<file path="src/verilog/vrf_port_if.sv">
interface vrf_port_if #(
  parameter int DATA_WIDTH = 32,
  parameter int REG_NUM    = 8,
  parameter int ELEMS      = 8
) ();

  logic                       req;
  logic                       we;
  logic [$clog2(REG_NUM)-1:0] reg_idx;
  logic [$clog2(ELEMS)-1:0]   elem;
  logic [DATA_WIDTH-1:0]      wdata;
  logic                       gnt;
  // Valid in the grant cycle
  logic [DATA_WIDTH-1:0]      rdata;

  modport requester (
    output req, we, reg_idx, elem, wdata,
    input  gnt, rdata
  );

  modport arbiter (
    input  req, we, reg_idx, elem, wdata,
    output gnt, rdata
  );

endinterface

</file>
<file path="src/verilog/lane_writeback.sv">
module lane_writeback #(
  parameter int DATA_WIDTH = 32,
  parameter int REG_NUM    = 8,
  parameter int ELEMS      = 8,
  localparam int REG_B     = $clog2(REG_NUM),
  localparam int ELEM_B    = $clog2(ELEMS)
) (
  input  logic                  clk_i,
  input  logic                  resetn_i,
  input  logic                  valid_i,
  input  logic [DATA_WIDTH-1:0] result_i,
  input  logic [ELEM_B-1:0]     elem_i,
  input  logic                  wr_en_i,
  input  logic                  last_i,
  input  logic [REG_B-1:0]      vd_i,
  vrf_port_if.requester         wb_port,
  output logic                  done_o
);

  logic                  buf_valid_q;
  logic [DATA_WIDTH-1:0] buf_data_q;
  logic [ELEM_B-1:0]     buf_elem_q;
  logic                  buf_last_q;
  logic                  load;

  // Masked-off results never enter the buffer
  assign load = valid_i && wr_en_i;

  always_ff @(posedge clk_i or negedge resetn_i) begin
    if (!resetn_i) begin
      buf_valid_q <= 1'b0;
    end else begin
      buf_valid_q <= load || (buf_valid_q && !wb_port.gnt);
    end
  end

  always_ff @(posedge clk_i) begin
    if (load) begin
      buf_data_q <= result_i;
      buf_elem_q <= elem_i;
      buf_last_q <= last_i;
    end
  end

  assign wb_port.req     = buf_valid_q;
  assign wb_port.we      = 1'b1;
  assign wb_port.reg_idx = vd_i;
  assign wb_port.elem    = buf_elem_q;
  assign wb_port.wdata   = buf_data_q;

  // Last element retires on its write, or at once if skipped
  assign done_o = (buf_valid_q && wb_port.gnt && buf_last_q) || (valid_i && last_i && !wr_en_i);

endmodule

</file>
<file path="src/flat_wrapper.sv">
// flat-port wrapper written by rule: the top's interface ports become plain ports
module lane_writeback_flat 
#(
  parameter int DATA_WIDTH = 32,
  parameter int REG_NUM    = 8,
  parameter int ELEMS      = 8,
  localparam int REG_B     = $clog2(REG_NUM),
  localparam int ELEM_B    = $clog2(ELEMS)
)
  (clk_i, resetn_i, valid_i, result_i, elem_i, wr_en_i, last_i, vd_i, done_o, wb_port_req, wb_port_we, wb_port_reg_idx, wb_port_elem, wb_port_wdata, wb_port_gnt, wb_port_rdata);
  vrf_port_if #(.DATA_WIDTH(DATA_WIDTH), .REG_NUM(REG_NUM), .ELEMS(ELEMS)) wb_port_i ();
  input  logic clk_i;
  input  logic resetn_i;
  input  logic valid_i;
  input  logic [DATA_WIDTH-1:0] result_i;
  input  logic [ELEM_B-1:0] elem_i;
  input  logic wr_en_i;
  input  logic last_i;
  input  logic [REG_B-1:0] vd_i;
  output logic done_o;
  output wire logic [$bits(wb_port_i.req)-1:0] wb_port_req;
  output wire logic [$bits(wb_port_i.we)-1:0] wb_port_we;
  output wire logic [$bits(wb_port_i.reg_idx)-1:0] wb_port_reg_idx;
  output wire logic [$bits(wb_port_i.elem)-1:0] wb_port_elem;
  output wire logic [$bits(wb_port_i.wdata)-1:0] wb_port_wdata;
  input wire logic [$bits(wb_port_i.gnt)-1:0] wb_port_gnt;
  input wire logic [$bits(wb_port_i.rdata)-1:0] wb_port_rdata;
  assign wb_port_req = wb_port_i.req;
  assign wb_port_we = wb_port_i.we;
  assign wb_port_reg_idx = wb_port_i.reg_idx;
  assign wb_port_elem = wb_port_i.elem;
  assign wb_port_wdata = wb_port_i.wdata;
  assign wb_port_i.gnt = wb_port_gnt;
  assign wb_port_i.rdata = wb_port_rdata;
  lane_writeback #(.DATA_WIDTH(DATA_WIDTH), .REG_NUM(REG_NUM), .ELEMS(ELEMS)) u_core (.clk_i(clk_i), .resetn_i(resetn_i), .valid_i(valid_i), .result_i(result_i), .elem_i(elem_i), .wr_en_i(wr_en_i), .last_i(last_i), .vd_i(vd_i), .wb_port(wb_port_i), .done_o(done_o));
endmodule
</file>
<file path="config.mk">
export PLATFORM = sky130hd
export DESIGN_NAME = lane_writeback_flat
export DESIGN_NICKNAME = d
export VERILOG_FILES = /design/src/verilog/vrf_port_if.sv /design/src/verilog/lane_writeback.sv /design/src/flat_wrapper.sv
export SDC_FILE = /design/constraint.sdc
export NUM_CORES = 1
export LEC_CHECK = 0
export BUFFER_PORTS_ARGS = -buffer_cell sky130_fd_sc_hd__clkbuf_2
export CELL_PAD_IN_SITES_DETAIL_PLACEMENT = 1
export CELL_PAD_IN_SITES_GLOBAL_PLACEMENT = 2
export CORE_UTILIZATION = 22
export CTS_CLUSTER_SIZE = 14
export DETAILED_ROUTE_END_ITERATION = 6
export PLACE_DENSITY = 0.88
export SYNTH_ARGS = -nofsm -noshare
export SYNTH_HDL_FRONTEND = slang
export SYNTH_SLANG_ARGS = --single-unit
</file>
<file path="constraint.sdc">
create_clock -name clk_i -period 1.4 [get_ports clk_i]
set_clock_uncertainty 0.2 [all_clocks]
set_input_delay 0.14 -clock clk_i [delete_from_list [all_inputs] [get_ports clk_i]]
set_output_delay 0.14 -clock clk_i [all_outputs]
set_load 0.01 [all_outputs]
</file>
==> results of run 1 <==
[cells by family after synthesis]
family / Yosys count
other: 1
buffers and inverters: 5
AOI/OAI and AO/OA: 2
and+or+nand+nor: 3
DFF: 37
[layout make-up]
cell class                 instances  share of cell area, %
tap                               70                   4.09
clock buffer                       6                   3.39
sequential                        37                   51.7
multi-input combinational          6                   1.58
inverter                           1                  0.175
clock inverter                     2                   1.58
timing repair buffer             118                   37.5
[state kept, by name, summed over array words and instances, names as in the netlist]
register / cells
u_core.wb_port.wdata: 32
u_core.wb_port.req: 1
u_core.buf_last_q: 1
u_core.wb_port.elem: 3
[cells in the mapped netlist]
master,count,area (um^2)
inv_1,1,3.75
o21ai_0,1,5.00
buf_4,4,30.0
edfxtp_1,36,1080
and2_4,1,8.76
nand2_1,1,3.75
nand3_1,1,5.00
a21o_1,1,7.51
dfrtp_1,1,25.0
conb_1,1,3.75
[metrics by stage]
step | util [%] | power (mW) | area [um^2]
floorplan | - | 1.42 | 1170
global placement | 32.2 | 1.54 | 1640
finish | 41.9 | 2.47 | 2140
detailed placement | 32.2 | 1.55 | 1640
global route | 41.9 | 2.60 | 2140
CTS | 41.9 | 2.51 | 2140
[power groups by stage]
stage	Clock [mW]	Sequential, mW	Combinational (mW)
floorplan	0	1.38	0.0343
global placement	0	1.34	0.201
detailed placement	0	1.34	0.205
CTS	0.902	1.32	0.291
global route	0.954	1.33	0.317
finish	0.866	1.32	0.288
[path summary, 6_finish.rpt]
check,from,slack (ps),endpoint
min in group asynchronous,resetn_i,510,u_core.wb_port.req
min reg2reg,u_core.wb_port.req,320,u_core.wb_port.req
max,u_core.wb_port.req,90,done_o
max in group asynchronous,resetn_i,390,u_core.wb_port.req
min,vd_i[0],80,wb_port_reg_idx[0]
max reg2reg,u_core.wb_port.req,540,u_core.wb_port.req
[per-layer routing]
layer / global-route usage, % / vias up
met1: 11.6 / 411
met5: 0 / -
met4: 2.73 / 0
li1: - / 417
met2: 19.6 / 47
met3: 4.02 / 0
[repair_timing]
item	4_1_cts	5_1_grt
hold endpoints to repair	38	0
resized for setup	0	1
hold buffers	39	0
setup endpoints to repair	0	1
==> results.md, run 1 <==
* Sequential-to-total area share from yosys stat at a little over nine tenths
* Critical path required time at around 1100 ps
* Commonest cells after routing, fill and taps aside: 76 x clkbuf_2, 39 x dlygate4sd3_1, 36 x edfxtp_1, 5 x clkbuf_8
* Clock Tree Buf Depth at 2
* Clock Sinks at 37
* Mapped Area at between 1000 and 1500 um^2
* Synth Area in Compound Gates at roughly 1.1%
* Pin count of the biggest net entering global routing at 24
* Post-synth cell types at 10
* Grt total ovfl at 0
* Via/cell ratio at between 3 and 4
* Initial Util at a little under a quarter
* Mean routed wirelength per cell at ~12 um
* Hold Crit Class: in -> out
* Setup bufs post-CTS at 0
* Die span in x at ~75 um
* Antenna cells at 0
* Wl on met1 at between 1 and 1.5 mm
* Total CTS buffers at 5
* Total Wirelength at approximately 2.8 mm
* Synth-to-Final Area Change at 82.4%
* Top layer in use: met3
* FP Rows at 26
* Clock share of power at a little over a third
* #FFs+latches synth at 37
* Port bufs at slightly below 80
* Critical path peak fanout at 3
* Hold Crit Depth at 0
* Fin cells at between 200 and 250
* All-Layer GR Usage at about a tenth
* CP arrival at a little under 1000 ps
* Multi-input gate area at approximately 34 um^2
* Psw at a little under 0.5 mW
* Final Slew Violations at 0
* Max VDD drop at between 0.0005 and 0.0006 V
* Register share of total power at between 50 and 60%
* R2R cell count at 1
* Final critical-path required period at roughly 1300 ps
* Cell depth of the worst setup path at 3
* Placed cell count at 193
* Drt drc at 0
* Crit path capture type: output port
* Hold slack at about 80 ps
* DP HPWL at between 1.5 and 2 mm
* DRT iter0 DRCs at 33
* CTS tree: yes
* Number of global-route vias before repair at 931
* Crit-path slowest cell: dfrtp_1
* Pre-CTS worst setup slack at approximately 280 ps
* GP Congestion at 0.681
* Largest family of logic cells by synthesized area: buffers and inverters
* Mapped Avg Cell Area at approximately 24 um^2
* DIE HEIGHT at approximately 75 um
* Syn_nets at about 120
* Num ports at 117
* Post-synthesis cell count at 48
* DR WL met3 at about 200 um
* Core area at 5110 um^2
* Root Buffer: clkbuf_8
* Initial antenna violation count at 0
* DR vias at just under 900
* Fmax at 764 MHz
* Final net count at approximately 250
* First-pass GRT wire length at between 4 and 5 mm
* Setup WS post-layout at around 91 ps
* Fillers at around 560
* RSZ-0062 raised after global routing: no
* Fraction of the mapped netlist area in adder cells at 0%
* Int Pwr at around 2.0 mW
* Syn. warnings at 0
* Period utilization at about 94%
* Clock-pin slew on the worst setup and hold paths at 70 ps
* PwrDens at 1150 nW/um^2
* Critical-path cell list: nand3_1 -> o21ai_0 -> buf_2
* Xor/xnor cell area share of the yosys netlist at 0%
* Sw frac at between 10% and 20%
* CTS H-tree depth at 2
* Final hold vios at 0
* Die area at roughly 5600 um^2
* Simple-Gate Fraction of Synth Area at under 10%
* Reg area at 1110 um^2
* Worst-Skew Late Latency at roughly 270 ps
* Post-synthesis mux area share at 0%
* Commonest non-fill, non-tap cell in the layout: clkbuf_2
* Top Family by Delay on Critical Path: flip-flops
* Max stage delay on crit path at 400 ps
* TNS Setup at 0 ps
* Share of cells above drive strength 1 at slightly above 50%
* Critical path launch point type: register
* Outcome: finished clean
* Max_cap viols at 0
* Combinational share of power at a little under an eighth
* Setup Viol. Count Final at 0
* Critical path class: reg -> out
* Metal2 WL at around 1.6 mm
* Buf+Inv Stages, Crit Path at 1
* Drt first pass iters at 3
* Leak Pwr at ~0.9 nW
* Post-DRT Antenna Nets at 0
(Power assumes the default switching activity.)
==> run 2: changes to the inputs <==
Settings changed: MAX_ROUTING_LAYER set to met4, SETUP_SLACK_MARGIN set to 0.2.
==> run 2 against run 1 <==
  * Final area is 0.88% higher
  * Total power is 0.40% higher
  * Combinational power is 3% higher
  * Non-clock buffer count is 1 higher
  * Sequential power hardly changed
  * Via count is 0.69% higher
  * Final cell count is 0.42% higher
  * Clock power hardly changed
  * Sequential cell count stayed put
  * Global-route usage is 0.37 points higher
  * Sequential share of layout area is 0.45 points lower
  * Critical endpoint unchanged
  * Largest cell class unchanged
  * Highest routed layer unchanged
==> results.md, run 2 (same netlist as run 1, synthesis figures left out) <==
* Clock Sinks at 37
* Synth-to-Final Area Change at 84.0%
* Fillers at ~560
* Share of cells above drive strength 1 at between 50% and 60%
* CTS H-tree depth at 2
* DR vias at just under 900
* TNS Setup at 0 ps
* Drt drc at 0
* First-pass GRT wire length at 4.34 mm
* Final hold vios at 0
* Max VDD drop at between 0.0005 and 0.0006 V
* Total Wirelength at about 2.8 mm
* Commonest cells after routing, fill and taps aside: 75 x clkbuf_2, 39 x dlygate4sd3_1, 36 x edfxtp_1, 5 x clkbuf_8, 2 x buf_4
* Initial Util at 23.0%
* Final critical-path required period at around 1300 ps
* Worst setup path start: u_core.buf_last_q
* Critical path launch point type: register
* DIE HEIGHT at around 75 um
* Critical path peak fanout at 1
* DRT iter0 DRCs at 33
* Setup Viol. Count Final at 0
* Die span in x at approximately 75 um
* Post-DRT Antenna Nets at 0
* Commonest non-fill, non-tap cell in the layout: clkbuf_2
* RSZ-0062 raised after global routing: yes
* Total CTS buffers at 5
* Critical path required time at about 1100 ps
* CP arrival at about 930 ps
* Worst reg2reg startpoint: u_core.wb_port.req
* Fin cells at roughly 240
* Hold Crit Class: in -> out
* DP HPWL at approximately 2 mm
* Multi-input gate area at just under 40 um^2
* Period utilization at 90.8%
* Leak Pwr at 0.934 nW
* Number of global-route vias before repair at between 900 and 1k
* All-Layer GR Usage at 11.1%
* Grt total ovfl at 0
* Clock-pin slew on the worst setup and hold paths at ~70 ps
* Num ports at roughly 120
* Initial antenna violation count at 0
* Hold_sp: vd_i[0]
* GP Congestion at 0.688
* Clock Tree Buf Depth at 2
* Core area at slightly above 5000 um^2
* Placed cell count at 193
* FP Rows at 26
* Final Slew Violations at 0
* Crit path capture type: output port
* Drt first pass iters at 3
* Worst-Skew Late Latency at 270 ps
* Fmax at between 700 and 800 MHz
* Outcome: finished clean
* Final net count at 246
* Mean routed wirelength per cell at about 12 um
* Root Buffer: clkbuf_8
* Max_cap viols at 0
* Antenna cells at 0
* Die area at roughly 5600 um^2
* PwrDens at about 1100 nW/um^2
* Reg area at ~1100 um^2
* Critical path class: reg -> out
* Max FFs per register at 32
* Port bufs at slightly below 80
* Pin count of the biggest net entering global routing at 24
* CTS tree: yes
* Via/cell ratio at approximately 3.7
## run 2: power by group
part	total (mW)	internal, mW	switching, mW
clock	0.866	0.525	0.341
sequential	1.32	1.30	0.0200
combinational	0.298	0.173	0.125
total	2.48	2.00	0.486
## run 2: routing by layer
metal | wire length (um) | up-vias | track usage, %
met5 | 0 | - | -
met4 | 0 | 0 | 2.73
met3 | 189 | 0 | 3.75
met2 | 1580 | 47 | 19.7
met1 | 1050 | 415 | 11.7
li1 | - | 419 | -
## run 2: cell type report
cell class	instances	share of cell area (%)
flip-flops and latches	37	51.2
repair buffers	119	37.8
well taps	70	4.06
clock buffers	6	3.36
multi-input cells	6	1.80
clock inverters	2	1.56
inverters	1	0.174
## run 2: through the flow
step	total power [mW]	cell area, um^2	hold WS [ps]	util [%]	worst slack (ps)
after global routing	2.61	2160	80.0	42.3	57.1
after floorplan	1.42	1170	-356	-	353
after CTS	2.52	2150	80.1	42.1	83.6
after detailed placement	1.55	1640	-284	32.2	277
final	2.48	2160	80.0	42.3	129
after global placement	1.54	1640	-285	32.2	294
## run 2: timing repair
| item | 4_1_cts | 5_1_grt |
|---|---|---|
| setup endpoints to repair | 1 | 2 |
| resized for setup | 1 | 4 |
| buffers inserted | 1 | 0 |
| pin swaps | 1 | 0 |
| hold buffers | 39 | 0 |
| endpoints found under the hold margin | 38 | 0 |
## run 2: path summary, 6_finish.rpt
check / cells after the start / slack [ps] / to
min in group asynchronous: 3 / 520 / u_core.wb_port.req
setup / recovery: 3 / 130 / done_o
setup reg to reg: 2 / 410 / u_core.wb_port.req
hold / removal: 0 / 80 / wb_port_reg_idx[0]
hold reg to reg: 2 / 420 / u_core.wb_port.req
max in group asynchronous: 3 / 370 / u_core.wb_port.req
## run 2: worst max-delay path, stage by stage, from the launching register on
cell	delay, ps
edfxtp_1	390
nand3_2	90
o21ai_1	50
buf_2	130
==> run 3: changes to the inputs <==
Settings changed: PLACE_DENSITY 0.88 to unset, PLACE_DENSITY_LB_ADDON set to 0.1.
==> run 3 against run 2 <==
  * Final cell count did not move
  * Die area did not move
  * Sequential power barely moved
  * Final area decreased by 0.93%
  * Worst hold slack stayed put
==> results.md, run 3 (same netlist as run 1, synthesis figures left out) <==
* Clock Tree Buf Depth at 2
* Clock-pin slew on the worst setup and hold paths at about 60 ps
* Port bufs at 77
* Number of global-route vias before repair at approximately 930
* Grt total ovfl at 0
* Placed Area at ~1700 um^2
* Fmax at about 770 MHz
* Outcome: finished clean
* Commonest cells after routing, fill and taps aside: 76 x clkbuf_2, 39 x dlygate4sd3_1, 36 x edfxtp_1, 5 x clkbuf_8, 3 x clkbuf_1
* CP arrival at around 960 ps
* Leak Pwr at 0.922 nW
* Final critical-path required period at 1300 ps
* Critical path required time at between 1000 and 1500 ps
* Die span in x at about 75 um
* Root Buffer: clkbuf_8
* Mean routed wirelength per cell at about 12 um
* Final Slew Violations at 0
* Drt drc at 0
* DIE HEIGHT at 75.0 um
* Die area at around 5600 um^2
* Critical path launch point type: register
* Worst R2R End: u_core.wb_port.req
* Hold Crit Depth at 0
* Hold Crit Class: in -> out
* Total Wirelength at around 2.8 mm
* Final net count at ~250
* Final hold vios at 0
* First-pass GRT wire length at around 4.2 mm
* Total CTS buffers at 5
* Core area at just over 5000 um^2
* Setup Viol. Count Final at 0
* GP Congestion at roughly 0.63
* TNS Setup at 0 ps
* All-Layer GR Usage at about 11%
* Clock Sinks at 37
* Worst-Skew Late Latency at 280 ps
* FP Rows at 26
* Initial Util at between 20% and 30%
* Drt first pass iters at 2
* R2R cell count at 2
* RSZ-0062 raised after global routing: yes
* DP HPWL at 1.82 mm
* Max VDD drop at 0.000431 V
* Hold Path End: wb_port_reg_idx[0]
* CTS H-tree depth at 2
* Via/cell ratio at 3.66
* Max FFs per register at 32
* Synth-to-Final Area Change at 82.3%
* Commonest non-fill, non-tap cell in the layout: clkbuf_2
* Worst reg2reg startpoint: u_core.wb_port.req
* Share of cells above drive strength 1 at 50.9%
* Max_cap viols at 0
* Pin count of the biggest net entering global routing at 15
* Num ports at approximately 120
* Flop-to-flop setup slack at slightly below 400 ps
* CTS tree: yes
* Critical path class: reg -> out
* Antenna cells at 0
* Initial antenna violation count at 0
* Worst setup path start: u_core.buf_last_q
* Period utilization at between 90% and 100%
* Crit path capture type: output port
* Post-DRT Antenna Nets at 0
* DRT iter0 DRCs at 38
* PwrDens at 1080 nW/um^2
* Critical path peak fanout at 1
* Hold_sp: vd_i[0]
* Final Instance Area at approximately 2100 um^2
* DR vias at 881
[run 3: layout make-up]
type                    instances  area [um^2]
fillers                       558         2970
flip-flops and latches         37         1110
repair buffers                119          823
well taps                      70         87.6
clock buffers                   8         80.1
multi-input cells               6         38.8
inverters                       1         3.75
[run 3: power by group]
part / switching [mW] / internal [mW] / leakage (nW)
Clock: 0.346 / 0.353 / 0.0395
Sequential: 0.0199 / 1.30 / 0.350
Combinational: 0.125 / 0.174 / 0.533
Total: 0.490 / 1.83 / 0.922
[run 3: what timing repair did]
item	in CTS	in global routing
pin swaps	1	0
buffers inserted	1	0
resized for setup	1	2
hold buffers	39	0
cloned	0	0
endpoints found under the setup margin	1	2
hold endpoints to repair	38	0
[run 3: worst max path at each step]
stage / to / slack (ps) / depth (start not counted)
after floorplan: u_core.buf_last_q / 350 / 1
after global placement: u_core.buf_last_q / 220 / 3
after detailed placement: u_core.buf_last_q / 200 / 3
after CTS: done_o / 100 / 3
after global routing: done_o / 40 / 3
final: done_o / 100 / 3
[run 3: worst max-delay path: stages, from the launching register on]
cell      delay, ps
edfxtp_1        410
nand3_2          90
o21ai_1          60
buf_2           130
[run 3: metal layers]
layer / wire, um / track usage (%)
met5: 0 / -
met4: 29 / 3.77
met3: 268 / 4.82
met2: 1450 / 19.4
met1: 1060 / 10.5
[run 3: metrics by stage]
| step | cells | hold slack [ps] | setup WS, ps | util (%) | total power, mW |
|---|---|---|---|---|---|
| after floorplan | 48 | -356 | 353 | - | 1.42 |
| after global placement | 193 | -284 | 216 | 32.4 | 1.54 |
| after detailed placement | 193 | -284 | 201 | 32.4 | 1.55 |
| after CTS | 241 | 80.1 | 104 | 41.8 | 2.35 |
| after global routing | 241 | 80.0 | 42.9 | 41.9 | 2.44 |
| final | 241 | 80.0 | 97.4 | 41.9 | 2.32 |
