$ cat config.mk
export PLATFORM = sky130hd
export DESIGN_NAME = apb_lane_regs_flat
export DESIGN_NICKNAME = d
export VERILOG_FILES = /design/src/verilog/lane_pkg.sv /design/src/verilog/vrf_port_if.sv /design/src/verilog/apb_lane_regs.sv /design/src/flat_wrapper.sv
export SDC_FILE = /design/constraint.sdc
export NUM_CORES = 1
export LEC_CHECK = 0
export ABC_AREA = 1
export ABC_CLOCK_PERIOD_IN_PS = 1900
export BUFFER_PORTS_ARGS = -buffer_cell sky130_fd_sc_hd__buf_2
export CORE_ASPECT_RATIO = 1.4
export CORE_MARGIN = 2
export CORE_UTILIZATION = 45
export DETAILED_ROUTE_END_ITERATION = 10
export PLACE_DENSITY_LB_ADDON = 0.2
export SYNTH_ARGS = -nofsm -noshare
export SYNTH_HDL_FRONTEND = slang
export SYNTH_SLANG_ARGS = --single-unit
$ cat constraint.sdc
create_clock -name clk_i -period 1.9 [get_ports clk_i]
set_input_delay 0.285 -clock clk_i [delete_from_list [all_inputs] [get_ports clk_i]]
set_output_delay 0.285 -clock clk_i [all_outputs]
set_load 0.005 [all_outputs]
$ cat src/verilog/lane_pkg.sv
package lane_pkg;

  // Defaults that the top level hands down
  localparam int DATA_WIDTH_DEF = 32;
  localparam int REG_NUM_DEF    = 8;
  localparam int ELEMS_DEF      = 8;
  localparam int ALU_LAT_DEF    = 3;

  typedef enum logic [2:0] {
    ADD = 3'd0,
    SUB = 3'd1,
    AND = 3'd2,
    OR  = 3'd3,
    XOR = 3'd4,
    MIN = 3'd5,
    MAX = 3'd6,
    MUL = 3'd7
  } alu_op_e;

  // Source of operand A
  typedef enum logic [1:0] {
    VV = 2'd0,
    VX = 2'd1,
    VI = 2'd2
  } operand_sel_e;

  typedef enum logic [2:0] {
    IDLE,
    READ_B,
    READ_A,
    READ_MASK,
    ISSUE
  } fetch_state_e;

  // vd and vs2 keep the low 3 bits of a 5-bit register slot
  typedef struct packed {
    alu_op_e      op;
    operand_sel_e sel;
    logic         vm;
    logic [2:0]   vd;
    logic [4:0]   vs1_imm;
    logic [2:0]   vs2;
  } lane_instr_t;

endpackage

$ cat src/verilog/vrf_port_if.sv
interface vrf_port_if #(
  parameter int DATA_WIDTH = 32,
  parameter int REG_NUM    = 8,
  parameter int ELEMS      = 8
) ();

  logic                       req;
  logic                       we;
  logic [$clog2(REG_NUM)-1:0] reg_idx;
  logic [$clog2(ELEMS)-1:0]   elem;
  logic [DATA_WIDTH-1:0]      wdata;
  logic                       gnt;
  // Valid in the grant cycle
  logic [DATA_WIDTH-1:0]      rdata;

  modport requester (
    output req, we, reg_idx, elem, wdata,
    input  gnt, rdata
  );

  modport arbiter (
    input  req, we, reg_idx, elem, wdata,
    output gnt, rdata
  );

endinterface

$ cat src/verilog/apb_lane_regs.sv
module apb_lane_regs import lane_pkg::*; #(
  parameter int DATA_WIDTH = 32,
  parameter int REG_NUM    = 8,
  parameter int ELEMS      = 8,
  localparam int REG_B     = $clog2(REG_NUM),
  localparam int ELEM_B    = $clog2(ELEMS)
) (
  input  logic                  clk_i,
  input  logic                  resetn_i,
  input  logic                  psel_i,
  input  logic                  penable_i,
  input  logic                  pwrite_i,
  input  logic [7:0]            paddr_i,
  input  logic [DATA_WIDTH-1:0] pwdata_i,
  output logic [DATA_WIDTH-1:0] prdata_o,
  output logic                  pready_o,
  output logic                  pslverr_o,
  vrf_port_if.requester         host_port,
  input  logic                  done_i,
  output lane_instr_t           instr_o,
  output logic [DATA_WIDTH-1:0] scalar_o,
  output logic                  start_o
);

  localparam logic [7:0] ADDR_SCALAR = 8'h40;
  localparam logic [7:0] ADDR_INSTR  = 8'h44;
  localparam logic [7:0] ADDR_STATUS = 8'h48;

  logic        access;
  logic        is_elem;
  logic        busy_q;
  lane_instr_t instr_q;
  logic [DATA_WIDTH-1:0] scalar_q;

  assign access  = psel_i && penable_i;
  assign is_elem = (paddr_i < 8'(REG_NUM * ELEMS));

  // Element accesses go to the register file port
  assign host_port.req     = access && is_elem;
  assign host_port.we      = pwrite_i;
  assign host_port.reg_idx = paddr_i[ELEM_B +: REG_B];
  assign host_port.elem    = paddr_i[ELEM_B-1:0];
  assign host_port.wdata   = pwdata_i;

  // An instruction write waits while the previous one runs
  assign start_o = access && pwrite_i && (paddr_i == ADDR_INSTR) && !busy_q;

  always_comb begin
    if (is_elem) begin
      pready_o = access && host_port.gnt;
    end else if (pwrite_i && (paddr_i == ADDR_INSTR)) begin
      pready_o = access && !busy_q;
    end else begin
      pready_o = access;
    end
  end

  always_comb begin
    if (is_elem) begin
      prdata_o = host_port.rdata;
    end else begin
      case (paddr_i)
        ADDR_SCALAR: prdata_o = scalar_q;
        ADDR_INSTR:  prdata_o = DATA_WIDTH'(instr_q);
        ADDR_STATUS: prdata_o = DATA_WIDTH'(busy_q);
        default:     prdata_o = '0;
      endcase
    end
  end

  always_ff @(posedge clk_i or negedge resetn_i) begin
    if (!resetn_i) begin
      scalar_q <= '0;
      instr_q  <= '0;
      busy_q   <= 1'b0;
    end else begin
      if (access && pwrite_i && (paddr_i == ADDR_SCALAR)) begin
        scalar_q <= pwdata_i;
      end
      if (start_o) begin
        instr_q <= lane_instr_t'(pwdata_i[$bits(lane_instr_t)-1:0]);
        busy_q  <= 1'b1;
      end else if (done_i) begin
        busy_q <= 1'b0;
      end
    end
  end

  assign instr_o   = instr_q;
  assign scalar_o  = scalar_q;
  assign pslverr_o = 1'b0;

endmodule

$ cat src/flat_wrapper.sv
// flat-port wrapper written by rule: the top's interface ports become plain ports
module apb_lane_regs_flat import lane_pkg::*;
#(
  parameter int DATA_WIDTH = 32,
  parameter int REG_NUM    = 8,
  parameter int ELEMS      = 8,
  localparam int REG_B     = $clog2(REG_NUM),
  localparam int ELEM_B    = $clog2(ELEMS)
)
  (clk_i, resetn_i, psel_i, penable_i, pwrite_i, paddr_i, pwdata_i, prdata_o, pready_o, pslverr_o, done_i, instr_o, scalar_o, start_o, host_port_req, host_port_we, host_port_reg_idx, host_port_elem, host_port_wdata, host_port_gnt, host_port_rdata);
  vrf_port_if #(.DATA_WIDTH(DATA_WIDTH), .REG_NUM(REG_NUM), .ELEMS(ELEMS)) host_port_i ();
  input  logic clk_i;
  input  logic resetn_i;
  input  logic psel_i;
  input  logic penable_i;
  input  logic pwrite_i;
  input  logic [7:0] paddr_i;
  input  logic [DATA_WIDTH-1:0] pwdata_i;
  output logic [DATA_WIDTH-1:0] prdata_o;
  output logic pready_o;
  output logic pslverr_o;
  input  logic done_i;
  output lane_instr_t instr_o;
  output logic [DATA_WIDTH-1:0] scalar_o;
  output logic start_o;
  output wire logic [$bits(host_port_i.req)-1:0] host_port_req;
  output wire logic [$bits(host_port_i.we)-1:0] host_port_we;
  output wire logic [$bits(host_port_i.reg_idx)-1:0] host_port_reg_idx;
  output wire logic [$bits(host_port_i.elem)-1:0] host_port_elem;
  output wire logic [$bits(host_port_i.wdata)-1:0] host_port_wdata;
  input wire logic [$bits(host_port_i.gnt)-1:0] host_port_gnt;
  input wire logic [$bits(host_port_i.rdata)-1:0] host_port_rdata;
  assign host_port_req = host_port_i.req;
  assign host_port_we = host_port_i.we;
  assign host_port_reg_idx = host_port_i.reg_idx;
  assign host_port_elem = host_port_i.elem;
  assign host_port_wdata = host_port_i.wdata;
  assign host_port_i.gnt = host_port_gnt;
  assign host_port_i.rdata = host_port_rdata;
  apb_lane_regs #(.DATA_WIDTH(DATA_WIDTH), .REG_NUM(REG_NUM), .ELEMS(ELEMS)) u_core (.clk_i(clk_i), .resetn_i(resetn_i), .psel_i(psel_i), .penable_i(penable_i), .pwrite_i(pwrite_i), .paddr_i(paddr_i), .pwdata_i(pwdata_i), .prdata_o(prdata_o), .pready_o(pready_o), .pslverr_o(pslverr_o), .host_port(host_port_i), .done_i(done_i), .instr_o(instr_o), .scalar_o(scalar_o), .start_o(start_o));
endmodule
==> results of run 1 <==
through the flow:
step | area (µm²) | power (µW) | worst slack, ns | cells | utilization, %
2_1_floorplan | 2895 | 1262 | 0.5303 | 392 | -
4_1_cts | 3836 | 2191 | 0.1922 | 628 | 61.76
5_1_grt | 3836 | 2272 | 0.07234 | 628 | 61.76
6_report | 3836 | 2167 | 0.1900 | 628 | 61.76
3_3_place_gp | 3714 | 1430 | 0.2491 | 619 | 59.79
3_5_place_dp | 3714 | 1434 | 0.1921 | 619 | 59.79
routing by layer:
layer,vias to the layer above,track usage (%),share of wire [%]
li1,1512,-,-
met5,-,0,0
met1,1372,27.72,38
met4,0,7.547,2.5
met3,16,3.783,7.8
met2,159,41.45,51
power groups by stage:
stage | combinational (µW) | sequential [µW] | clock (µW)
3_5_place_dp | 316 | 1120 | 0
3_3_place_gp | 313 | 1120 | 0
4_1_cts | 319 | 1100 | 775
5_1_grt | 352 | 1100 | 820
2_1_floorplan | 145 | 1120 | 0
6_report | 314 | 1100 | 757
state kept, by name, indices dropped and copies added (netlist names):
register / count
u_core.busy_q: 1
u_core.instr_o: 17
u_core.scalar_o: 32
worst max path at each step:
stage	from	endpoint	slack [ns]	depth (start not counted)
floorplan	paddr_i[0]	prdata_o[10]	0.53	8
global placement	paddr_i[0]	prdata_o[2]	0.25	10
detailed placement	paddr_i[0]	u_core.scalar_o[22]$_DFFE_PN0P_	0.19	9
CTS	paddr_i[0]	prdata_o[8]	0.19	10
global route	paddr_i[0]	prdata_o[13]	0.07	10
finish	paddr_i[0]	prdata_o[8]	0.19	10
repair_timing:
action | 4_1_cts | 5_1_grt
hold endpoints to repair | 23 | 0
buffers inserted | 0 | 0
hold buffers | 1 | 0
kinds of logic after synthesis:
| logic type | count (synthesis) | share of synthesized area (%) |
|---|---|---|
| other | 1 | 0.1295 |
| DFF | 50 | 43.22 |
| AOI/OAI and AO/OA | 49 | 8.470 |
| and+or+nand+nor | 206 | 30.03 |
| buffers and inverters | 86 | 18.15 |
cell type report:
type,instances,share of cell area (%)
clock buffer,5,1.794
clock inverter,3,1.142
inverter,28,2.740
multi-input combinational,256,29.22
sequential,50,32.62
tap,72,2.348
timing repair buffer,214,30.14
cells in the mapped netlist, types with 2 or more instances:
master	n	share of area (%)
buf_4	43	11
o21ai_1	9	1.6
nand3_1	36	6.2
buf_2	3	0.52
nor2_4	3	1.2
inv_1	27	3.5
nor2_1	6	0.78
nand2_4	2	0.78
dfrtp_1	50	43
o21ai_0	40	6.9
nand2_1	155	20
clkbuf_1	7	0.91
buf_6	5	1.9
==> run_results.csv, run 1 <==
group,metric,value,unit
drt,wirelength,8.159,mm
sta,tns,0,ns
setup_path,critical-path-top-delay-family,"buffers and inverters",
setup_path,slowest_delay,0.22,ns
layout,fillerInstances,577,
layout,syn_to_final_growth,32.50,%
global_routing,grt_pass1_wl,13.17,mm
synth,synth-edff-count,0,
synth,synth-seq-cells,50,
synth,synthFlopType,"dfrtp_1",
power_and_ir_drop,leakage,0.002395,µW
drt,drc,0,
layout,drive_gt1_share,41.55,%
sta,slew_headroom,60.54,%
sta,slew_viol_final,0,
drt,drtAntennaViolNets,0,
floorplan,die_h,98.91,µm
clock_network,cts_resized,0,
synth,syn_avg_cell_area,7.386,µm²
setup_path,crit_arrival,1.43,ns
drt,drtIter0Drc,121,
power_and_ir_drop,ir_drop,343.9,µV
worst_hold_path,min_path_cells,2,
clock_network,clockBufferDepth,2,
synth,ys_types,19,
clock_network,ctsRootBufferMaster,"clkbuf_8",
setup_path,cp_slowest_cell,"inv_1",
drt,routedWlPerCell,12.99,µm
sta,fin_crit_sh,90.00,%
power_and_ir_drop,p_switching,538.6,µW
layout,layout_common_cells,"buf_2, nand2_1, dfrtp_1",
layout,num_antenna_cells,0,
layout,register_area,0.001251,mm²
global_routing,grt_max_degree,29,
setup_path,crit_buf_inv,5,
global_routing,grt_pass1_vias,2752,
setup_path,timing.reg2reg.setup_slack,0.80,ns
setup_path,ff2ff_path_depth,4,
global_routing,grt_util_all_layers,23.11,%
floorplan,io_pins,203,
setup_path,worstSetupPathType,"primary input to output pin",
worst_hold_path,hold_path_end,"u_core.busy_q$_DFFE_PN0P_",
layout,multi_input_area,0.001121,mm²
setup_path,cp-end-kind,"output pin",
floorplan,row_count,34,
power_and_ir_drop,pwr-share-seq,50.6,%
sta,hold_viol,0,
floorplan,core_area,0.006211,mm²
setup_path,r2r_start,"u_core.busy_q$_DFFE_PN0P_",
drt,vias,3059,
synth,synthArstFlopShare,100.0,%
clock_network,clkSinkCount,50,
power_and_ir_drop,comb_power_share,14.5,%
synth,synth_nets,471,
power_and_ir_drop,p_int,1629,µW
floorplan,dieWidth,71.79,µm
setup_path,cp.required,1.62,ns
place,gp_congestion,0.8034,
synth,netlist_area,0.002895,mm²
sta,finClkSkew,0.003959,ns
sta,fmax,584.8,MHz
place,place_hpwl,6.320,mm
floorplan,die-area,0.007100,mm²
clock_network,clkTransAtPathRegs,0.09,ns
drt,drtPass1Iterations,6,
clock_network,worst_skew_pair.late_latency,0.31,ns
place,port_buffers,201,
layout,nets,634,
setup_path,path_max_fanout,11,
setup_path,crit_path_cell_trace,"buf_2 > inv_1 > nand2_1 > nor2_2 > nand2_4 > inv_1 > buf_12 > nand2_1 > nand3_1 > buf_2",
clock_network,cts_tree,"done",
synth,netlist_instances,392,
synth,synth-seq-area-share,43.22,%
sta,setup_viol,0,
power_and_ir_drop,powerDensity,565.0,mW/mm²
worst_hold_path,holdCritStartpoint,"done_i",
worst_hold_path,hold_path.class,"primary input to flip-flop",
sta,fin_hold_ws,0.1324,ns
global_routing,grt-ovfl-total,0,
setup_path,setup.worst_path.start_class,"primary input",
global_routing,antenna_found_initial,0,
clock_network,htree_levels,2,
sta,rsz0062_at_grt,"false",
synth,yosys_warnings,0,
layout,layout_commonest_cell,"buf_2",
power_and_ir_drop,clkPwrFrac,34.9,%
setup_path,reg2reg_to,"u_core.instr_o[5]$_DFFE_PN0P_",
job,drv_cap,0,
run_status,status,"finished clean",
floorplan,start_util,46.62,%
drt,viasPerCell,4.871,
power_and_ir_drop,netSwitchingFraction,24.85,%
sta,fin_crit,1.710,ns
sta,tightest_slew,0.5918,ns
clock_network,numCtsBuffers,5,
Note: power is estimated with default switching activity, not from simulation.
==> run 2: changes to the inputs <==
Settings changed: ABC_AREA 1 to not set.
==> run_results.csv, run 2 <==
group,metric,value,unit
run_status,status,"finished with violations",
run_status,violations,"negative setup slack",
layout,layout_common_cells,"buf_2, dfrtp_1, mux2_4",
sta,slew_headroom,62.51,%
synth,synthFlopType,"dfrtp_1",
synth,synth-edff-count,0,
sta,tightest_slew,0.5623,ns
power_and_ir_drop,total_power,2059,µW
floorplan,die-area,0.007156,mm²
drt,drtIter0Drc,89,
floorplan,dieWidth,72.07,µm
drt,routedWlPerCell,15.62,µm
layout,stdcell_count,491,
setup_path,r2r_start,"u_core.busy_q$_DFFE_PN0P_",
synth,synth-seq-area-share,42.86,%
sta,finClkSkew,0.003365,ns
setup_path,cp_slowest_cell,"or4b_4",
place,placedCellCount,474,
place,place_hpwl,5.886,mm
drt,drtPass1Iterations,4,
global_routing,grt_pass1_vias,2296,
place,port_buffers,201,
layout,largest_reg_flops,32,
sta,hold_viol,0,
setup_path,cp-end-kind,"output pin",
sta,fin_crit,1.927,ns
sta,setup_ws,-0.02749,ns
setup_path,path_max_fanout,4,
floorplan,io_pins,203,
clock_network,clkSinkCount,50,
global_routing,grt-ovfl-total,0,
setup_path,crit_arrival,1.64,ns
layout,multi_input_area,0.001348,mm²
setup_path,ff2ff_path_depth,4,
synth,synthArstFlopShare,100.0,%
synth,yosys_warnings,0,
synth,netlist_area,0.002919,mm²
layout,syn_to_final_growth,39.18,%
floorplan,start_util,46.68,%
clock_network,clkTransAtPathRegs,0.09,ns
drt,drtAntennaViolNets,0,
layout,drive_gt1_share,71.84,%
sta,slew_viol_final,0,
power_and_ir_drop,leakage,0.002457,µW
global_routing,grt_pass1_wl,11.65,mm
setup_path,worstSetupPathType,"primary input to output pin",
job,drv_cap,0,
setup_path,slowest_delay,0.58,ns
sta,fin_crit_sh,101.4,%
clock_network,worst_skew_pair.late_latency,0.30,ns
synth,synth.largest_area_cell,"dfrtp_1",
synth,ys_types,28,
power_and_ir_drop,powerDensity,506.9,mW/mm²
clock_network,numCtsBuffers,5,
synth,synthDominantCellAreaShare,42.86,%
synth,synth-seq-cells,50,
synth,yosysMostFrequentCell,"dfrtp_1",
floorplan,row_count,34,
synth,syn_avg_cell_area,12.32,µm²
floorplan,core_area,0.006254,mm²
setup_path,reg2reg_to,"u_core.instr_o[13]$_DFFE_PN0P_",
power_and_ir_drop,ir_drop,404.5,µV
layout,num_antenna_cells,0,
clock_network,clockBufferDepth,2,
worst_hold_path,min_path_cells,2,
power_and_ir_drop,clkPwrFrac,30.4,%
synth,synth_common_cells,"dfrtp_1, buf_4, mux2_4",
clock_network,cts_tree,"done",
global_routing,grt_util_all_layers,20.99,%
power_and_ir_drop,pwr-share-seq,53.0,%
drt,viasPerCell,5.000,
setup_path,crit_path_cell_trace,"buf_6 > or4b_4 > or2_4 > o31a_1 > buf_2",
sta,fmax,518.8,MHz
place,gp_congestion,0.7324,
setup_path,cp.required,1.62,ns
power_and_ir_drop,p_switching,501.4,µW
worst_hold_path,holdCritStartpoint,"pwdata_i[28]",
setup_path,critical-path-top-delay-family,"simple AND/OR/NAND/NOR gates",
setup_path,setup.worst_path.start_class,"primary input",
layout,nets,497,
layout,register_area,0.001251,mm²
power_and_ir_drop,netSwitchingFraction,24.35,%
sta,rsz0062_at_grt,"true",
setup_path,timing.reg2reg.setup_slack,0.30,ns
clock_network,htree_levels,2,
sta,setup_viol,7,
global_routing,grt_max_degree,28,
drt,wirelength,7.671,mm
worst_hold_path,hold_path_end,"u_core.scalar_o[28]$_DFFE_PN0P_",
layout,fillerInstances,515,
clock_network,ctsRootBufferMaster,"clkbuf_8",
power_and_ir_drop,p_int,1558,µW
synth,synth_nets,316,
setup_path,crit_buf_inv,2,
drt,vias,2455,
floorplan,die_h,99.30,µm
synth,netlist_instances,237,
drt,drc,0,
global_routing,antenna_found_initial,0,
setup_path,path_depth,5,
synth,synth.area.top_cells,"dfrtp_1, mux2_4, buf_4, mux2i_1, a22o_1",
power_and_ir_drop,comb_power_share,16.6,%
layout,layout_commonest_cell,"buf_2",
worst_hold_path,hold_path.class,"primary input to flip-flop",
run 2: changes by cell type after synthesis, moves of 17 or more:
cell,previous run,this run
nand2_1,155,16
mux2_4,0,38
nand3_1,36,2
inv_1,27,1
o21ai_0,40,17
mux2i_1,0,17
run 2: cell families (layout without fill, tap and decap cells):
kind of cell | count (synthesis) | in the layout | share of synthesized area, %
muxes | 66 | 66 | 29.62
buffers and inverters | 54 | 236 | 13.16
DFF | 50 | 50 | 42.86
AOI/OAI and AO/OA | 36 | 36 | 8.615
and+or+nand+nor | 30 | 30 | 5.616
other | 1 | 1 | 0.1285
run 2: cell type report:
cell class                 count  area share (%)
clock inverter                 1          0.1232
clock buffer                   7           2.125
timing repair buffer         227           31.48
tap                           72           2.217
inverter                       1         0.09239
multi-input combinational    133           33.17
sequential                    50           30.80
run 2: worst register-to-register path: stages, from the launching register on:
cell     delay, ns
dfrtp_1       0.46
nor4_4        0.36
buf_12        0.16
buf_4         0.17
mux2_2        0.34
run 2: worst max-delay path by stage:
| stage | start | to | slack, ns |
|---|---|---|---|
| after CTS | paddr_i[4] | prdata_o[27] | -0.01 |
| after global placement | paddr_i[2] | u_core.scalar_o[13]$_DFFE_PN0P_ | -0.22 |
| after detailed placement | paddr_i[2] | u_core.scalar_o[18]$_DFFE_PN0P_ | -0.23 |
| after global routing | paddr_i[4] | prdata_o[27] | -0.07 |
| final | paddr_i[4] | pready_o | -0.03 |
| after floorplan | paddr_i[7] | u_core.instr_o[10]$_DFFE_PN0P_ | -0.02 |
run 2: timing repair:
item / CTS / global route
setup endpoints to repair: 33 / 34
pin swaps: 24 / 6
gates resized for setup: 24 / 6
cloned: 1 / 0
hold buffers: 1 / 0
buffers inserted: 0 / 7
hold endpoints to repair: 23 / 0
run 2: layer usage:
metal  routed length (µm)  GRT usage [%]  vias to the layer above
met5                    0              0                        -
met2                 4066          36.34                      110
met3                  420          3.343                        9
met4                  121          6.096                        0
li1                     -              -                     1162
met1                 3062          26.74                     1174
run 2: power by group through the flow:
stage | clock [µW] | sequential [µW] | combinational, µW
2_1_floorplan | 0 | 1110 | 158
3_3_place_gp | 0 | 1110 | 329
3_5_place_dp | 0 | 1110 | 334
4_1_cts | 646 | 1090 | 344
5_1_grt | 689 | 1090 | 374
6_report | 626 | 1090 | 341
run 2: stage by stage:
stage                     instance area, µm²  setup TNS [ns]  utilization (%)  setup slack, ns  hold WS [ns]
final                                   4063        -0.07418            64.97         -0.02749        0.2217
after floorplan                         2955         -0.1830                -         -0.02288      -0.01059
after detailed placement                3811          -11.28            60.94          -0.2336        0.3085
after global placement                  3811          -10.47            60.94          -0.2203        0.2933
after global routing                    4063          -1.155            64.97         -0.07167        0.2135
after CTS                               3986        -0.04354            63.75         -0.01401        0.2154
==> run 3: changes to the inputs <==
Settings changed: SETUP_SLACK_MARGIN set to 0.15.
==> run_results.csv, run 3 (same netlist as run 2, synthesis figures left out) <==
group,metric,value,unit
run_status,status,"finished with violations",
run_status,violations,"negative setup slack",
layout,drive_gt1_share,72.77,%
place,dp_slack,-0.2401,ns
floorplan,die_h,99.30,µm
setup_path,cp_slowest_cell,"or4b_4",
clock_network,cts_tree,"done",
clock_network,ctsRootBufferMaster,"clkbuf_8",
drt,drc,0,
clock_network,clkSinkCount,50,
sta,tns,-0.9789,ns
place,place_hpwl,6.016,mm
clock_network,clockBufferDepth,2,
global_routing,grt_max_degree,35,
worst_hold_path,hold_path.class,"primary input to flip-flop",
global_routing,grt-ovfl-total,0,
setup_path,cp.required,1.62,ns
layout,final_util,66.41,%
clock_network,htree_levels,2,
layout,fillerInstances,504,
drt,viasPerCell,5.148,
place,placedCellCount,472,
layout,layout_commonest_cell,"buf_2",
sta,fin_crit,1.953,ns
power_and_ir_drop,leakage,0.002490,µW
floorplan,die-area,0.007156,mm²
sta,hold_viol,0,
layout,syn_to_final_growth,42.26,%
power_and_ir_drop,clkPwrFrac,30.2,%
setup_path,ff2ff_path_depth,4,
clock_network,clkTransAtPathRegs,0.09,ns
global_routing,grt_util_all_layers,21.98,%
setup_path,setup.worst_path.start_class,"primary input",
setup_path,path_depth,6,
setup_path,worstSetupPathType,"primary input to output pin",
setup_path,timing.reg2reg.setup_slack,0.33,ns
drt,routedWlPerCell,16.70,µm
place,dpl_cell_area,0.003851,mm²
power_and_ir_drop,netSwitchingFraction,24.58,%
setup_path,crit_arrival,1.67,ns
drt,drtIter0Drc,89,
drt,wirelength,8.135,mm
place,gp_congestion,0.8135,
drt,drtAntennaViolNets,0,
layout,largest_reg_flops,32,
clock_network,numCtsBuffers,5,
layout,num_antenna_cells,0,
global_routing,busiest_layer,"met2",
sta,fin_crit_sh,102.8,%
layout,final_area,0.004153,mm²
global_routing,antenna_found_initial,0,
global_routing,grt_pass1_vias,2444,
worst_hold_path,hold_path_end,"u_core.scalar_o[21]$_DFFE_PN0P_",
setup_path,cp-end-kind,"output pin",
drt,vias,2507,
layout,layout_common_cells,"buf_2, dfrtp_1, mux2_4",
power_and_ir_drop,powerDensity,500.8,mW/mm²
worst_hold_path,holdCritStartpoint,"pwdata_i[21]",
power_and_ir_drop,pwr-share-seq,52.5,%
sta,fmax,512.1,MHz
power_and_ir_drop,comb_power_share,17.3,%
layout,stdcell_count,487,
sta,setup_viol,35,
power_and_ir_drop,p_int,1568,µW
global_routing,grt.met1_usage,25.02,%
setup_path,critical-path-top-delay-family,"simple AND/OR/NAND/NOR gates",
sta,rsz0062_at_grt,"true",
place,port_buffers,201,
floorplan,start_util,46.68,%
job,drv_cap,0,
drt,drtPass1Iterations,4,
power_and_ir_drop,ir_drop,367.6,µV
floorplan,dieWidth,72.07,µm
sta,finClkSkew,0.005555,ns
setup_path,reg2reg_to,"u_core.instr_o[13]$_DFFE_PN0P_",
setup_path,crit_buf_inv,3,
sta,slew_headroom,60.71,%
sta,tightest_slew,0.5893,ns
clock_network,worst_skew_pair.late_latency,0.30,ns
global_routing,grt_pass1_wl,12.12,mm
floorplan,core_area,0.006254,mm²
power_and_ir_drop,p_switching,511.2,µW
worst_hold_path,min_path_cells,2,
sta,setup_ws,-0.05271,ns
global_routing,grt_use_met3,3.850,%
setup_path,slowest_delay,0.58,ns
setup_path,path_max_fanout,8,
global_routing,use_met2,41.57,%
floorplan,row_count,34,
layout,nets,493,
floorplan,io_pins,203,
setup_path,r2r_start,"u_core.busy_q$_DFFE_PN0P_",
setup_path,crit_path_cell_trace,"buf_6 > or4b_4 > or2_4 > buf_16 > o21ai_2 > buf_2",
sta,slew_viol_final,0,
## run 3: cell types whose count changed in the layout (fill, tap and decap cells not counted), moves of 4 or more
cell,delta
buf_4,-9
buf_6,+5
buf_2,-4
o21ai_1,-4
o21ai_2,+4
## run 3: worst max-delay path by stage
stage	startpoint	end	slack (ns)
after global routing	paddr_i[2]	u_core.scalar_o[23]$_DFFE_PN0P_	-0.07
final	paddr_i[4]	prdata_o[3]	-0.05
after global placement	paddr_i[2]	u_core.scalar_o[25]$_DFFE_PN0P_	-0.22
after floorplan	paddr_i[7]	u_core.instr_o[10]$_DFFE_PN0P_	-0.02
after CTS	paddr_i[4]	pready_o	-0.03
after detailed placement	paddr_i[2]	u_core.scalar_o[27]$_DFFE_PN0P_	-0.24
## run 3: worst reg2reg max path: cells and delay by family (launching register included)
| kind | cells | cell delay, ns |
|---|---|---|
| simple gates | 1 | 0.37 |
| mux | 1 | 0.33 |
| flops | 1 | 0.44 |
| buf+inv | 2 | 0.33 |
## run 3: area by class of cell
cell class,count,area (µm²),area share (%)
multi-input cells,133,1374,33.08
inverters,1,3.754,0.09039
clock inverters,1,5.005,0.1205
repair buffers,223,1343,32.33
well taps,72,90.09,2.169
clock buffers,7,86.33,2.079
flip-flops and latches,50,1251,30.13
## run 3: per-stage QoR
stage / hold WS, ns / total power [µW]
floorplan: -0.01059 / 1274
global placement: 0.3018 / 1446
detailed placement: 0.3196 / 1454
CTS: 0.2142 / 2090
global route: 0.2090 / 2162
finish: 0.2246 / 2080
## run 3: power by group through the flow
stage	clock, µW	combinational, µW	sequential (µW)
after floorplan	0	162	1110
after global placement	0	333	1110
after detailed placement	0	341	1110
after CTS	646	352	1090
after global routing	678	390	1090
final	629	359	1090
## run 3: per-layer routing
| layer | up-vias | wire [µm] |
|---|---|---|
| met5 | - | 0 |
| li1 | 1158 | - |
| met3 | 4 | 504 |
| met1 | 1230 | 3032 |
| met2 | 115 | 4528 |
| met4 | 0 | 70 |
## run 3: what timing repair did
item	in CTS	in global routing
gates resized for setup	19	9
hold buffers	1	0
hold endpoints to repair	19	0
cloned	3	0
setup buffers	1	2
endpoints found under the setup margin	66	70
pin swaps	23	6
